<file path="src/hw/proj_cfg.svh">
`ifndef PROJ_CFG_SVH
`define PROJ_CFG_SVH

// Q16.16 fixed-point format
`define PROJ_FBITS 16
`define PROJ_WIDTH 32

// Vertex color width
`define PROJ_COLOR_W 16

// APB register byte offsets
`define PROJ_REG_FOCAL 4'h0
`define PROJ_REG_TRIS 4'h4
`define PROJ_REG_ZERO 4'h8

`endif

</file>
<file path="src/hw/proj_pkg.sv">
`include "proj_cfg.svh"

package proj_pkg;

    typedef logic signed [`PROJ_WIDTH-1:0] q16_16_t;

    // Magnitudes, |z| and its reciprocal
    typedef logic [`PROJ_WIDTH-1:0] ufix_t;

    typedef logic [`PROJ_COLOR_W-1:0] color_t;

    typedef struct packed {
        q16_16_t x;
        q16_16_t y;
        q16_16_t z;
    } pos_t;

    typedef struct packed {
        pos_t   pos;
        color_t color;
    } vertex_t;

    typedef struct packed {
        vertex_t v0;
        vertex_t v1;
        vertex_t v2;
    } triangle_t;

    typedef enum logic [2:0] {
        IDLE,
        REQ,
        WAIT,
        SCALE,
        STORE
    } proj_state_t;

endpackage

</file>
<file path="src/hw/proj_apb_regs.sv">
`timescale 1ns/1ps
`include "proj_cfg.svh"

module proj_apb_regs (
    input  logic              clk,
    input  logic              rst,
    input  logic              psel,
    input  logic              penable,
    input  logic              pwrite,
    input  logic [3:0]        paddr,
    input  logic [31:0]       pwdata,
    output logic [31:0]       prdata,
    output logic              pready,
    output logic              pslverr,
    output proj_pkg::q16_16_t focal,
    input  logic              tri_done,
    input  logic              zero_z
);

    logic [31:0] tri_cnt;
    logic [31:0] zero_cnt;
    logic [31:0] rd_data;
    logic        hit;
    logic        wr_en;

    always_comb begin
        hit = 1'b1;
        case (paddr)
            `PROJ_REG_FOCAL: rd_data = focal;
            `PROJ_REG_TRIS:  rd_data = tri_cnt;
            `PROJ_REG_ZERO:  rd_data = zero_cnt;
            default: begin
                rd_data = '0;
                hit     = 1'b0;
            end
        endcase
    end

    assign wr_en   = psel && penable && pwrite && hit;
    assign prdata  = (psel && !pwrite) ? rd_data : '0;
    assign pready  = 1'b1;
    assign pslverr = psel && penable && !hit;

    always_ff @(posedge clk or posedge rst) begin
        if (rst) begin
            focal    <= proj_pkg::q16_16_t'(1 << `PROJ_FBITS);
            tri_cnt  <= '0;
            zero_cnt <= '0;
        end else begin
            if (wr_en && paddr == `PROJ_REG_FOCAL) begin
                focal <= pwdata;
            end
            // Clear beats a same-cycle event
            if (wr_en && paddr == `PROJ_REG_TRIS) begin
                tri_cnt <= '0;
            end else if (tri_done) begin
                tri_cnt <= tri_cnt + 32'd1;
            end
            if (wr_en && paddr == `PROJ_REG_ZERO) begin
                zero_cnt <= '0;
            end else if (zero_z) begin
                zero_cnt <= zero_cnt + 32'd1;
            end
        end
    end

endmodule

</file>
<file path="config.mk">
export PLATFORM = sky130hd
export DESIGN_NAME = proj_apb_regs
export DESIGN_NICKNAME = d
export VERILOG_FILES = /design/src/hw/proj_pkg.sv /design/src/hw/proj_apb_regs.sv
export VERILOG_INCLUDE_DIRS = /design/src /design/src/hw
export SDC_FILE = /design/constraint.sdc
export NUM_CORES = 1
export LEC_CHECK = 0
export BUFFER_PORTS_ARGS = -buffer_cell sky130_fd_sc_hd__buf_4
export CAP_MARGIN = 20
export CORE_MARGIN = 5
export CORE_UTILIZATION = 41
export DETAILED_ROUTE_END_ITERATION = 16
export SETUP_SLACK_MARGIN = 0.2
export SYNTH_ARGS = -nofsm -noshare
export SYNTH_HDL_FRONTEND = slang
export SYNTH_SLANG_ARGS = --single-unit
</file>
<file path="constraint.sdc">
create_clock -name clk -period 8.5 [get_ports clk]
set_clock_uncertainty 0.1 [all_clocks]
set_input_delay 1.275 -clock clk [delete_from_list [all_inputs] [get_ports clk]]
set_output_delay 1.275 -clock clk [all_outputs]
set_load 0.03 [all_outputs]
</file>
Word level (Yosys, flattened, before mapping) --
Cells that the tools add are included.
Cells by class: add/subtract/negate cells 2, eq/ne operators 2, mux-type cells 7, reductions and logical operators 14
Operators with widths (count):
- $mux W32 | 5
- $pmux W32 S3 | 1
- $add A32 B1 Y32 const B | 2
- $logic_and A1 B1 Y1 | 8
- $eq A4 B3 Y1 const B | 1
- $eq A4 B4 Y1 const B | 1
- $logic_not A4 Y1 | 1
- $reduce_bool A2 Y1 | 2
- $reduce_or A3 Y1 | 1
- $logic_not A1 Y1 | 2
- $mux W1 | 1
Word-level totals: register bits after elaboration 96, input port bits 43, output and inout bits 66, word-level logic and storage cells 28

Longest topological paths before layout --
depth after elaboration 6, gate-level depth with buffers 7, gate-level depth less buffers 5

Worst setup path after synthesis --
No wires, ideal clock.
kind in2out, start point in paddr[1], end point out prdata[10], data arrival time 2.917 ns, data required time 7.125 ns, slack 4.208 ns, stages on the path 4, buffers on the path 1, path through nor4b_1 clkbuf_1 a22oi_1 a21oi_1
Between the ends: longest elaborated chain between the ends 3, elaborated cells on any way between the ends 5, classes of those cells eq/ne: 2; mux: 2; reduce/logical: 1
RTL lines:
- from (decl) | RTL line proj_apb_regs.sv:10 | input logic [3:0] paddr,
- $eq A4 B4 Y1 (tied with other cells) | RTL line proj_apb_regs.sv:28 | case (paddr)
- $pmux W32 S3 * | RTL line proj_apb_regs.sv:28
- $mux W32 * | RTL line proj_apb_regs.sv:40 | assign prdata = (psel && !pwrite) ? rd_data : '0;
- to (decl) | RTL line proj_apb_regs.sv:12 | output logic [31:0] prdata,
Every way passes the cells marked *; elsewhere a longest branch is shown, timed or not.

Worst setup path after layout --
start point in paddr[1], end point out prdata[30]
The elaborated chain is that of the path after synthesis.

==> metrics.md <==
| Metric | Value |
|---|---|
| Chip Height | `around 120 µm` |
| Run status | `complete, no violations` |
| Mapped Cells | `541` |
| Maximum clock frequency | `247 MHz` |
| Cell row count | `41` |
| CP Class | `in -> out` |
| Pre-CTS WS | `4460 ps` |
| Post-Route WL | `14700 µm` |
| CTS tree | `done` |
| Vias | `around 4600` |
| Worst setup EP type | `output port` |
| Synth Warn # | `0` |
| Share of cells above drive strength 1 | `a little over a quarter` |
| Final Cycle Share | `47.7%` |
| GRT met3 Usage | `6.22%` |
| P per Cell Area | `~190 nW/µm²` |
| Gr busiest metal | `met2` |
| Synth area leaders | `dfrtp_1 (46%), mux2_2 (7.0%), a21oi_1 (6.3%), a22oi_1 (4.6%), nand2_1 (4.6%)` |
| Most used flip-flop cell after synthesis | `dfrtp_1` |
| Global Route Usage Sum | `20.5%` |
| Worst slew margin | `49.6%` |
| Post-route ant nets | `0` |
| Post-synthesis area per instance | `9.57 µm²` |
| Clock-pin slew on the worst setup and hold paths | `approximately 70 ps` |
| Port bufs | `roughly 110` |
| Via density per instance | `5.68` |
| Sequential area share after synthesis | `46.4%` |
| Worst flop-to-flop path startpoint | `tri_cnt[3]` |
| Detailed Routing Iterations Pass 1 | `4` |
| Final hold vios | `0` |
| M2 GR Usage | `33.9%` |
| Post-synth EDFFs | `0` |
| CTS Buf Count | `9` |
| R2R cell count | `4` |
| Initial antenna violation count | `0` |
| I/O pin total | `109` |
| Clk_lat worst skew | `roughly 350 ps` |
| Crit path from | `paddr[1]` |
| Final hold slack | `435 ps` |
| RSZ-0062 raised after global routing | `no` |
| Die footprint | `roughly 15000 µm²` |
| R2r setup slk | `a little under 6000 ps` |
| P&R area growth vs syn | `24.8%` |
| Seq cells post-synth | `96` |
| Post-synth top area share | `45.9%` |
| Sink Count | `96` |
| ANT cells | `0` |
| Hold_buf cts | `0` |
| CP Capture Point | `prdata[30]` |
| Filler instances | `~1200` |
| Root buf cell | `clkbuf_16` |
| Max-Cap Viols | `0` |
| Worst VDD drop | `0.000145 V` |
| Initial cell density of the core | `around two fifths` |
| Die Wd | `122 µm` |
| Slew Limit Fails | `0` |
| Synth cell types | `41` |
| DPL Wire Length | `10400 µm` |
| Avg WL per Cell | `18.2 µm` |
| Startpoint Class | `primary input` |
| Syn Nets | `slightly below 600` |
| Cell taking the most area after synthesis | `dfrtp_1` |
| Pin count of the biggest net entering global routing | `a little under 60` |
| Core area | `12500 µm²` |
| Hold path cells | `1` |
| Number of global-route vias before repair | `4628` |
| Routing usage on met1 | `26.3%` |
| Arrival @ worst endpoint | `2680 ps` |
| Post-CTS resize count | `0` |
| P_leak | `2.71 nW` |
| Crit-path max FO | `34` |
| Worst EP required | `7120 ps` |
| Reg2Reg Capture Point | `tri_cnt[22]` |
| DRT iter0 DRCs | `slightly below 300` |
| Post-route DRC | `0` |
| Hold Crit Class | `reg -> reg` |
| GPL Wtd Cong | `0.847` |
| # nets final | `677` |
| Final setup viols | `0` |
| Synth top cells by count | `dfrtp_1 (95), a21oi_1 (65), nand2_1 (64), a22oi_1 (32), mux2_2 (32)` |
| Minimum clock period | `approximately 4000 ps` |
| Setup TNS | `0 ps` |
| Clock tree buffer depth | `2` |
| Maximum level of the CTS H-tree | `3` |
| Setup WS post-layout | `between 4000 and 5000 ps` |
| Worst Max-Slew Pin Slew | `757 ps` |
| First-pass GRT wire length | `between 20000 and 25000 µm` |
| Setup repair bufs after CTS | `0` |
| Mapped Area | `between 5000 and 6000 µm²` |
| Grt ovf | `0` |
| Top-count cell post-synth | `dfrtp_1` |
| Async S/R FF share, synth | `100%` |
## kinds of logic after synthesis
group                      after synthesis  synth area share [%]
other                                    1                0.0724
muxes                                   38                  8.12
adders and majority gates                2                 0.483
AOI/OAI and AO/OA                      132                  15.5
buffers and inverters                   41                  3.43
xor gates and xnor gates                24                  4.06
and+or+nand+nor                        207                  21.9
DFF                                     96                  46.4
## routing by layer
layer | part of all wire (%) | wire (µm) | vias to the layer above
li1 | - | - | 2190
met4 | 0.39 | 57 | 0
met1 | 44 | 6450 | 2265
met3 | 6.7 | 983 | 4
met5 | 0 | 0 | -
met2 | 49 | 7250 | 136
## worst min-delay path by stage
| stage | startpoint | end | slack (ps) |
|---|---|---|---|
| after floorplan | zero_cnt[31] | zero_cnt[31] | 410 |
| after global placement | focal[19] | focal[19] | 420 |
| after detailed placement | focal[12] | focal[12] | 420 |
| after CTS | focal[12] | focal[12] | 440 |
| after global routing | focal[29] | focal[29] | 460 |
| final | focal[7] | focal[7] | 440 |
## report_power, final
group / switching, mW / internal [mW] / leakage (nW)
Combinational: 0.121 / 0.0933 / 1.27
Clock: 0.177 / 0.258 / 0.150
Sequential: 0.0754 / 0.509 / 1.29
## layout make-up
type,count,area [µm²],share of cell area [%]
multi-input cells,404,2620,40.5
flip-flops and latches,96,2400,37.2
repair buffers,115,891,13.8
clock buffers,11,233,3.60
well taps,172,215,3.33
clock inverters,5,81.3,1.26
inverters,6,23.8,0.368
## sequential cells by signal, indices dropped and copies added (netlist names)
register,flops
focal,32
tri_cnt,32
zero_cnt,32
## layout by cell type (no fill, tap or decap), drive strengths merged, types with 12 or more instances in the layout
cell,count
a21oi,65
a22oi,32
buf,115
dfrtp,95
mux2,32
nand2,64
nand3,20
nand4,17
nor2,29
o31ai,21
or4,25
xnor2,12
xor2,12
## stage by stage
stage          std cells  cell area [µm²]  power [mW]  utilization, %
6_report             809             6460        1.23            51.6
5_1_grt              809             6460        1.29            51.6
4_1_cts              808             6430        1.25            51.4
3_5_place_dp         792             6120       0.808            48.9
3_3_place_gp         791             6110       0.803            48.8
2_1_floorplan        541             5180       0.716               -
## worst max-delay path, cell delays in order
cell and delay, ps:
buf_4 130, nor4b_2 260, buf_4 400, a22oi_1 200, a21oi_1 220, buf_4 190
(Power assumes the default switching activity.)
