File: src/hw/proj_cfg.svh
`ifndef PROJ_CFG_SVH
`define PROJ_CFG_SVH

// Q16.16 fixed-point format
`define PROJ_FBITS 16
`define PROJ_WIDTH 32

// Vertex color width
`define PROJ_COLOR_W 16

// APB register byte offsets
`define PROJ_REG_FOCAL 4'h0
`define PROJ_REG_TRIS 4'h4
`define PROJ_REG_ZERO 4'h8

`endif

File: src/hw/proj_pkg.sv
`include "proj_cfg.svh"

package proj_pkg;

    typedef logic signed [`PROJ_WIDTH-1:0] q16_16_t;

    // Magnitudes, |z| and its reciprocal
    typedef logic [`PROJ_WIDTH-1:0] ufix_t;

    typedef logic [`PROJ_COLOR_W-1:0] color_t;

    typedef struct packed {
        q16_16_t x;
        q16_16_t y;
        q16_16_t z;
    } pos_t;

    typedef struct packed {
        pos_t   pos;
        color_t color;
    } vertex_t;

    typedef struct packed {
        vertex_t v0;
        vertex_t v1;
        vertex_t v2;
    } triangle_t;

    typedef enum logic [2:0] {
        IDLE,
        REQ,
        WAIT,
        SCALE,
        STORE
    } proj_state_t;

endpackage

File: src/hw/recip_if.sv
`timescale 1ns/1ps

interface recip_if;

    logic              start;
    proj_pkg::ufix_t   divisor;
    logic              done;
    proj_pkg::ufix_t   quotient;

    modport requester (
        output start,
        output divisor,
        input  done,
        input  quotient
    );

    modport server (
        input  start,
        input  divisor,
        output done,
        output quotient
    );

endinterface

File: src/hw/fx_reciprocal.sv
`timescale 1ns/1ps
`include "proj_cfg.svh"

module fx_reciprocal (
    input  logic     clk,
    input  logic     rst,
    recip_if.server  req
);

    proj_pkg::ufix_t     rem_q;
    proj_pkg::ufix_t     quot_q;
    logic [5:0]          bit_cnt;
    logic                busy;
    logic                done_q;
    logic [`PROJ_WIDTH:0] rem_shift;
    logic [`PROJ_WIDTH:0] rem_diff;
    logic                fits;
    logic                load;
    logic                step;

    assign load = req.start && !busy;
    assign step = busy && (bit_cnt != `PROJ_WIDTH);

    // Dividend bits below 2^32 are all zero
    always_comb begin
        rem_shift = {rem_q, 1'b0};
        rem_diff  = rem_shift - {1'b0, req.divisor};
        fits      = (rem_shift >= {1'b0, req.divisor});
    end

    always_ff @(posedge clk or posedge rst) begin
        if (rst) begin
            busy    <= 1'b0;
            bit_cnt <= '0;
            done_q  <= 1'b0;
        end else begin
            done_q <= 1'b0;
            if (load) begin
                busy    <= 1'b1;
                bit_cnt <= '0;
            end else if (busy) begin
                if (bit_cnt == `PROJ_WIDTH) begin
                    // Result cycle
                    busy   <= 1'b0;
                    done_q <= 1'b1;
                end else begin
                    bit_cnt <= bit_cnt + 6'd1;
                end
            end
        end
    end

    always_ff @(posedge clk) begin
        if (load) begin
            // Top dividend bit 2^32 handled here, its quotient bit is dropped
            rem_q  <= (req.divisor == 1) ? '0 : proj_pkg::ufix_t'(1);
            quot_q <= '0;
        end else if (step) begin
            rem_q  <= fits ? rem_diff[`PROJ_WIDTH-1:0] : rem_shift[`PROJ_WIDTH-1:0];
            quot_q <= {quot_q[`PROJ_WIDTH-2:0], fits};
        end
    end

    assign req.done     = done_q;
    assign req.quotient = quot_q;

endmodule

File: src/flat_wrapper.sv
// flat-port wrapper written by rule: the top's interface ports become plain ports
module fx_reciprocal_flat 
  (clk, rst, req_start, req_divisor, req_done, req_quotient);
  recip_if req_i ();
  input  logic clk;
  input  logic rst;
  input wire logic [$bits(req_i.start)-1:0] req_start;
  input wire logic [$bits(req_i.divisor)-1:0] req_divisor;
  output wire logic [$bits(req_i.done)-1:0] req_done;
  output wire logic [$bits(req_i.quotient)-1:0] req_quotient;
  assign req_i.start = req_start;
  assign req_i.divisor = req_divisor;
  assign req_done = req_i.done;
  assign req_quotient = req_i.quotient;
  fx_reciprocal u_core (.clk(clk), .rst(rst), .req(req_i));
endmodule
File: config.mk
export PLATFORM = sky130hd
export DESIGN_NAME = fx_reciprocal_flat
export DESIGN_NICKNAME = d
export VERILOG_FILES = /design/src/hw/proj_pkg.sv /design/src/hw/recip_if.sv /design/src/hw/fx_reciprocal.sv /design/src/flat_wrapper.sv
export VERILOG_INCLUDE_DIRS = /design/src /design/src/hw
export SDC_FILE = /design/constraint.sdc
export NUM_CORES = 1
export LEC_CHECK = 0
export BUFFER_PORTS_ARGS = -buffer_cell sky130_fd_sc_hd__buf_4
export CORE_ASPECT_RATIO = 0.7
export CORE_UTILIZATION = 30
export CTS_BUF_LIST = sky130_fd_sc_hd__clkbuf_16
export DETAILED_ROUTE_END_ITERATION = 10
export GPL_ROUTABILITY_DRIVEN = 0
export GPL_TIMING_DRIVEN = 0
export PLACE_DENSITY = 0.52
export SETUP_SLACK_MARGIN = 0.5
export SLEW_MARGIN = 20
export SYNTH_ARGS = -nofsm -noshare
export SYNTH_HDL_FRONTEND = slang
export SYNTH_SLANG_ARGS = --single-unit
File: constraint.sdc
create_clock -name clk -period 3 [get_ports clk]
set_input_delay 0.45 -clock clk [delete_from_list [all_inputs] [get_ports clk]]
set_output_delay 0.45 -clock clk [all_outputs]
set_load 0.02 [all_outputs]
* Word-level counts from Yosys, hierarchy flattened
Cells that the tools add are included.
** Operators by class
- Add/subtract/negate cells :: 2
- Order comparisons :: 1
- Equal/unequal tests :: 4
- Muxes and demuxes :: 13
- Reductions and logical operators :: 6
** Operator list (number)
- 2-to-1 mux 32 bit :: 3
- greater-or-equal comparator 33 x 32 -> 1 bit :: 1
- == test 32 x 1 -> 1 bit, second input constant :: 1
- subtractor 32 bit :: 1
- 2-to-1 mux 6 bit :: 3
- 2-to-1 mux 1 bit :: 7
- adder 6 x 1 -> 6 bit, second input constant :: 1
- == test 6 bit, second input constant :: 1
- inequality test 6 bit, second input constant :: 1
- nonzero test 2 bit :: 2
- logical AND 1 bit :: 2
- inequality test 2 x 1 -> 1 bit, second input constant :: 1
- AND reduction 2 bit :: 1
- logical NOT 1 bit :: 1
** Word-level totals
- Register bits after elaboration :: 72
- Input bits :: 35
- Output and inout bits :: 33
- Word-level logic and storage cells :: 31

* Logic depth before layout (Yosys ltp)
- Word-level depth :: 4
- Depth in mapped cells :: 14
- Mapped depth without buffers :: 11

* Least setup slack after synthesis
No wires, ideal clock.
- Path type :: input to register
- Start point :: in req_divisor[12]
- End point :: reg u_core.rem_q[28], data pin
- Library setup time :: 0.257 ns
- Arrival time :: 2.580 ns
- Data required time :: 2.743 ns
- Setup slack :: 0.164 ns
- Stages :: 12
- Path buffers :: 1
- Cell sequence :: inv_1 > ha_1 > buf_2 > and3_1 > and3_1 > a311oi_2 > o31ai_1 > a2111oi_4 > nor2_1 > a221oi_2 > xor2_1 > o21ai_1
** On the way
- Cells in the longest elaborated chain, start to end :: 4
- Elaborated cells between the ends (all ways) :: 5
- Classes of those cells :: add/sub: 1; order compare: 1; mux: 3
** Ends and longest elaborated chain
- from (decl) :: RTL line flat_wrapper.sv:8 : input wire logic [$bits(req_i.divisor)-1:0] req_divisor;
- subtractor 32 bit / greater-or-equal comparator 33 x 32 -> 1 bit (equally long branches) :: RTL line fx_reciprocal.sv:27, fx_reciprocal.sv:28
- 2-to-1 mux 32 bit (*) :: RTL line fx_reciprocal.sv:59 : rem_q <= fits ? rem_diff[`PROJ_WIDTH-1:0] : rem_shift[`PROJ_WIDTH-1:0];
- 2-to-1 mux 32 bit (*) :: RTL line fx_reciprocal.sv:58 : end else if (step) begin
- 2-to-1 mux 32 bit (*) :: RTL line fx_reciprocal.sv:54 : if (load) begin
- to (signal assigned) :: RTL line fx_reciprocal.sv:56 : rem_q <= (req.divisor == 1) ? '0 : proj_pkg::ufix_t'(1);
- to (signal assigned) :: RTL line fx_reciprocal.sv:59
- to (decl) :: RTL line fx_reciprocal.sv:10 : proj_pkg::ufix_t rem_q;
Every way passes the cells marked *; elsewhere a longest branch is shown, timed or not. The select of a mux whose other input is x is not followed.
A chain may end at the register's enable or synchronous reset.

* Final worst setup path
- Start point :: reg u_core.rem_q[12]
- End point :: reg u_core.rem_q[26], data pin
** On the way
- Cells in the longest elaborated chain, start to end :: 4
- Elaborated cells between the ends (all ways) :: 5
- Classes of those cells :: add/sub: 1; order compare: 1; mux: 3
** Ends and longest elaborated chain (RTL line)
- subtractor 32 bit / greater-or-equal comparator 33 x 32 -> 1 bit (equally long branches) :: fx_reciprocal.sv:27, fx_reciprocal.sv:28
- 2-to-1 mux 32 bit (*) :: fx_reciprocal.sv:59
- 2-to-1 mux 32 bit (*) :: fx_reciprocal.sv:58
- 2-to-1 mux 32 bit (*) :: fx_reciprocal.sv:54
Marks and branches as above.

==> impl_metrics.py <==
metrics = {
    "timing": {
        "fin_crit_sh_pct": 95.4,
        "tightest_slew_ns": 0.784,
        "fmax_mhz": 350,
        "final_max_slew_viol_count": 0,
        "rsz_0062_raised_after_global_routing": "true",
        "slew_headroom_pct": 47.8,
        "post-route-min-period_ns": 2.86,
        "report.final.hold_viol_count": 0,
        "setup_violations": 0,
        "hold_slack_ns": 0.0618,
        "timing.clock.skew_ns": 0.00765,
    },
    "logic_synthesis": {
        "mappedNetlistNets": 638,
        "synthFlopType": "sky130_fd_sc_hd__edfxtp_1",
        "synth_top_area_cell": "sky130_fd_sc_hd__edfxtp_1",
        "synth.area.top_cells": "sky130_fd_sc_hd__edfxtp_1 (20%), sky130_fd_sc_hd__dfxtp_1 (13%), sky130_fd_sc_hd__ha_1 (8.8%), sky130_fd_sc_hd__nand2_1 (8.6%), sky130_fd_sc_hd__nand3_1 (4.8%)",
        "synthSimpleGateAreaFrac_pct": 22.6,
        "syn-mean-instance-area_um2": 8.49,
        "synth_fa_ha_area_share_pct": 9.23,
        "number_of_different_library_cells_in_the_post_synthesis_netlist": 59,
        "yosys.area_share.xor_xnor_pct": 5.45,
        "synth_mux_area_share_pct": 2.07,
        "synth-warning-count": 0,
        "synth_enable_flop_cells": 32,
        "synth-compound-area-share_pct": 17.5,
        "yosys.cell_count.top_type": "sky130_fd_sc_hd__nand2_1",
        "synth-seq-area-share_pct": 37.3,
        "dominant_combinational_cell_family_by_area_after_synthesis": "simple AND/OR/NAND/NOR gates",
        "ys_async_sr_fraction_pct": 11.1,
        "synthDominantCellAreaShare_pct": 19.9,
        "yosys_register_bits": 72,
        "mappedNetlistArea_um2": 4820,
        "postSynthCellCount": 568,
        "post_synth_most_frequent_cells": "sky130_fd_sc_hd__nand2_1 (111), sky130_fd_sc_hd__nand3_1 (46), sky130_fd_sc_hd__inv_1 (40)",
    },
    "clock_tree": {
        "worst_skew_pair_latency_ns": 0.34,
        "cts_inserted_buffers": 9,
        "clockRootBuffer": "sky130_fd_sc_hd__clkbuf_16",
        "cts.clk_slew.worst_paths_ns": 0.06,
        "max-clock-path-buffers": 2,
        "cts.sinks": 72,
        "htree_levels": 3,
        "post_cts_hold_buffer_count": 0,
        "cts_tree": "done",
    },
    "placed_design": {
        "io_buffers": 67,
        "dp.cells": 836,
        "hpwlAfterDp_mm": 9.82,
    },
    "route": {
        "vias": 4521,
        "drt_first_iter_violations": 342,
        "route.detailed.wl_per_inst_um": 15.9,
        "route.final.wire_length_mm": 14.3,
        "drt_pre_antenna_iters": 5,
        "post_drt_via_cell_ratio": 5.02,
        "remaining_design_rule_violation_count": 0,
        "drtAntennaViolNets": 0,
    },
    "floorplanning": {
        "rows": 38,
        "chipWidth_um": 154,
        "core_region_area_um2": 15600,
        "floorplan.die_area_um2": 16600,
        "die_y_um": 108,
        "ioPinCount": 68,
        "initial_core_utilization_pct": 30.9,
    },
    "worst_hold_path": {
        "min_path_type": "input port to async pin",
    },
    "cells_and_area": {
        "drive_gt1_share_pct": 32.7,
        "finish.net_count": 765,
        "finished_core_util_pct": 44.7,
        "layout-area-overhead-vs-synth_pct": 44.4,
        "antennaDiodeCount": 0,
        "layoutNonFillerInstCount": 900,
    },
    "global_route": {
        "grt-ovfl-total": 0,
        "wire_length_of_the_first_global_routing_pass_mm": 22.6,
        "antenna_found_initial": 0,
        "largest_net_degree_at_the_start_of_global_routing": 28,
        "grt_usage_pct": 17.5,
        "first_global_vias": 4366,
    },
    "critical_path": {
        "worst_setup_path_end_kind": "flip-flop",
        "cp.buffers_inverters": 3,
        "worstSetupPathType": "flip-flop to flip-flop",
        "critical_path_peak_fanout": 7,
        "wp_data_arrival_ns": 2.95,
        "crit_slowest_cell": "sky130_fd_sc_hd__edfxtp_1",
        "crit_family": "compound AO/OA/AOI/OAI gates",
        "startpoint_type": "flip-flop",
        "critPathRequiredTime_ns": 3.09,
        "delay_contributed_by_the_slowest_stage_of_the_critical_path_ns": 0.46,
        "crit_top_cell": "sky130_fd_sc_hd__buf_4",
        "critical_path.cell_chain": "ha_4, buf_8, buf_4, and3_4, a311oi_4, o31ai_4, a2111oi_4, buf_4, o21ai_4, a31oi_1, xor2_1, o21ai_1",
    },
    "pwr": {
        "leakagePower_nw": 3.11,
        "pwr_density_cell_nw_per_um2": 1350,
        "ir_drop_mv": 0.543,
        "total_power_w": 0.00938,
    },
    "flow_run": {
        "max_cap_viol_count": 0,
    },
    "status": {
        "run_status": "complete, no violations",
    },
}
[layer usage]
layer | track usage (%) | vias up | wire [um]
li1 | - | 2261 | -
met1 | 25.1 | 2130 | 7420
met2 | 26.1 | 120 | 6190
met3 | 4.01 | 10 | 577
met4 | 5.21 | 0 | 142
met5 | 0 | - | 0
[where the power goes]
| part | internal, W | total, W | switching, W | leakage [nW] |
|---|---|---|---|---|
| registers | 0.00171 | 0.00209 | 0.000378 | 0.708 |
| clock network | 0.000656 | 0.00110 | 0.000444 | 0.155 |
| logic | 0.00305 | 0.00619 | 0.00314 | 2.24 |
| total | 0.00542 | 0.00938 | 0.00396 | 3.11 |
[worst paths after layout]
kind	slack (ns)	end	start	depth (start not counted)
worst max-delay path	0.14	u_core.rem_q[26]	u_core.rem_q[12]	12
worst min-delay path	0.06	u_core.req.done	rst	2
worst max register to register	0.14	u_core.rem_q[26]	u_core.rem_q[12]	12
worst min register to register	0.46	u_core.req.quotient[1]	u_core.req.quotient[0]	2
max in group asynchronous	2.69	u_core.bit_cnt[2]	rst	2
min in group clk	0.32	u_core.bit_cnt[4]	req_start	2
[cell type report]
cell class | count | area [um^2]
Buffer | 23 | 184
Clock buffer | 11 | 275
Clock inverter | 5 | 27.5
Fill cell | 1504 | 8630
Inverter | 41 | 164
Multi-Input combinational cell | 432 | 3260
Sequential cell | 72 | 1800
Tap cell | 200 | 250
Timing Repair Buffer | 116 | 1000
[metrics by stage]
stage                     area [um^2]  worst slack, ns  setup TNS [ns]
after floorplan                  5130            0.301               0
after CTS                        6690            0.171               0
after global routing             6970           0.0157               0
after global placement           5880           -0.221           -6.19
after detailed placement         5910           -0.198           -2.16
final                            6970            0.139               0
[cells by family (layout without fill, tap and decap cells)]
| kind of cell | count (synthesis) | count (layout) |
|---|---|---|
| XOR/XNOR | 30 | 30 |
| AO/OA/AOI/OAI | 120 | 120 |
| buffers and inverters | 64 | 196 |
| flip-flops | 72 | 72 |
| AND/OR/NAND/NOR | 237 | 237 |
| multiplexers | 10 | 10 |
| adder cells (fa/ha/maj) | 35 | 35 |
[layout by cell type, fill, tap and decap left out, types with 5 or more instances in the layout]
cell type and count:
sky130_fd_sc_hd__a211oi_2 5, sky130_fd_sc_hd__a21o_1 11, sky130_fd_sc_hd__a21oi_1 27, sky130_fd_sc_hd__a21oi_2 7
sky130_fd_sc_hd__buf_12 7, sky130_fd_sc_hd__buf_4 104, sky130_fd_sc_hd__buf_6 7, sky130_fd_sc_hd__clkbuf_1 14
sky130_fd_sc_hd__clkbuf_16 11, sky130_fd_sc_hd__dfrtp_1 8, sky130_fd_sc_hd__dfxtp_1 32, sky130_fd_sc_hd__edfxtp_1 32
sky130_fd_sc_hd__ha_1 17, sky130_fd_sc_hd__ha_4 16, sky130_fd_sc_hd__inv_1 35, sky130_fd_sc_hd__inv_2 5
sky130_fd_sc_hd__mux2i_1 10, sky130_fd_sc_hd__nand2_1 99, sky130_fd_sc_hd__nand2_2 11, sky130_fd_sc_hd__nand2b_1 7
sky130_fd_sc_hd__nand3_1 40, sky130_fd_sc_hd__nand3_2 6, sky130_fd_sc_hd__nand4_1 5, sky130_fd_sc_hd__nor2_1 28
sky130_fd_sc_hd__nor4_1 9, sky130_fd_sc_hd__o21ai_0 9, sky130_fd_sc_hd__o21ai_1 14, sky130_fd_sc_hd__xnor2_1 20
sky130_fd_sc_hd__xor2_1 10
[sequential cells by signal, summed over array words and instances, names as in the netlist]
| name | flops |
|---|---|
| u_core.rem_q | 32 |
| u_core.bit_cnt | 6 |
| u_core.req.done | 1 |
| u_core.req.quotient | 32 |
| u_core.busy | 1 |
[what timing repair did]
item	CTS	global route
setup endpoints to repair	33	44
pin swaps	33	26
gates cloned	3	0
gates resized for setup	40	29
buffers inserted	27	18
Note: power is estimated with default switching activity, not from simulation.
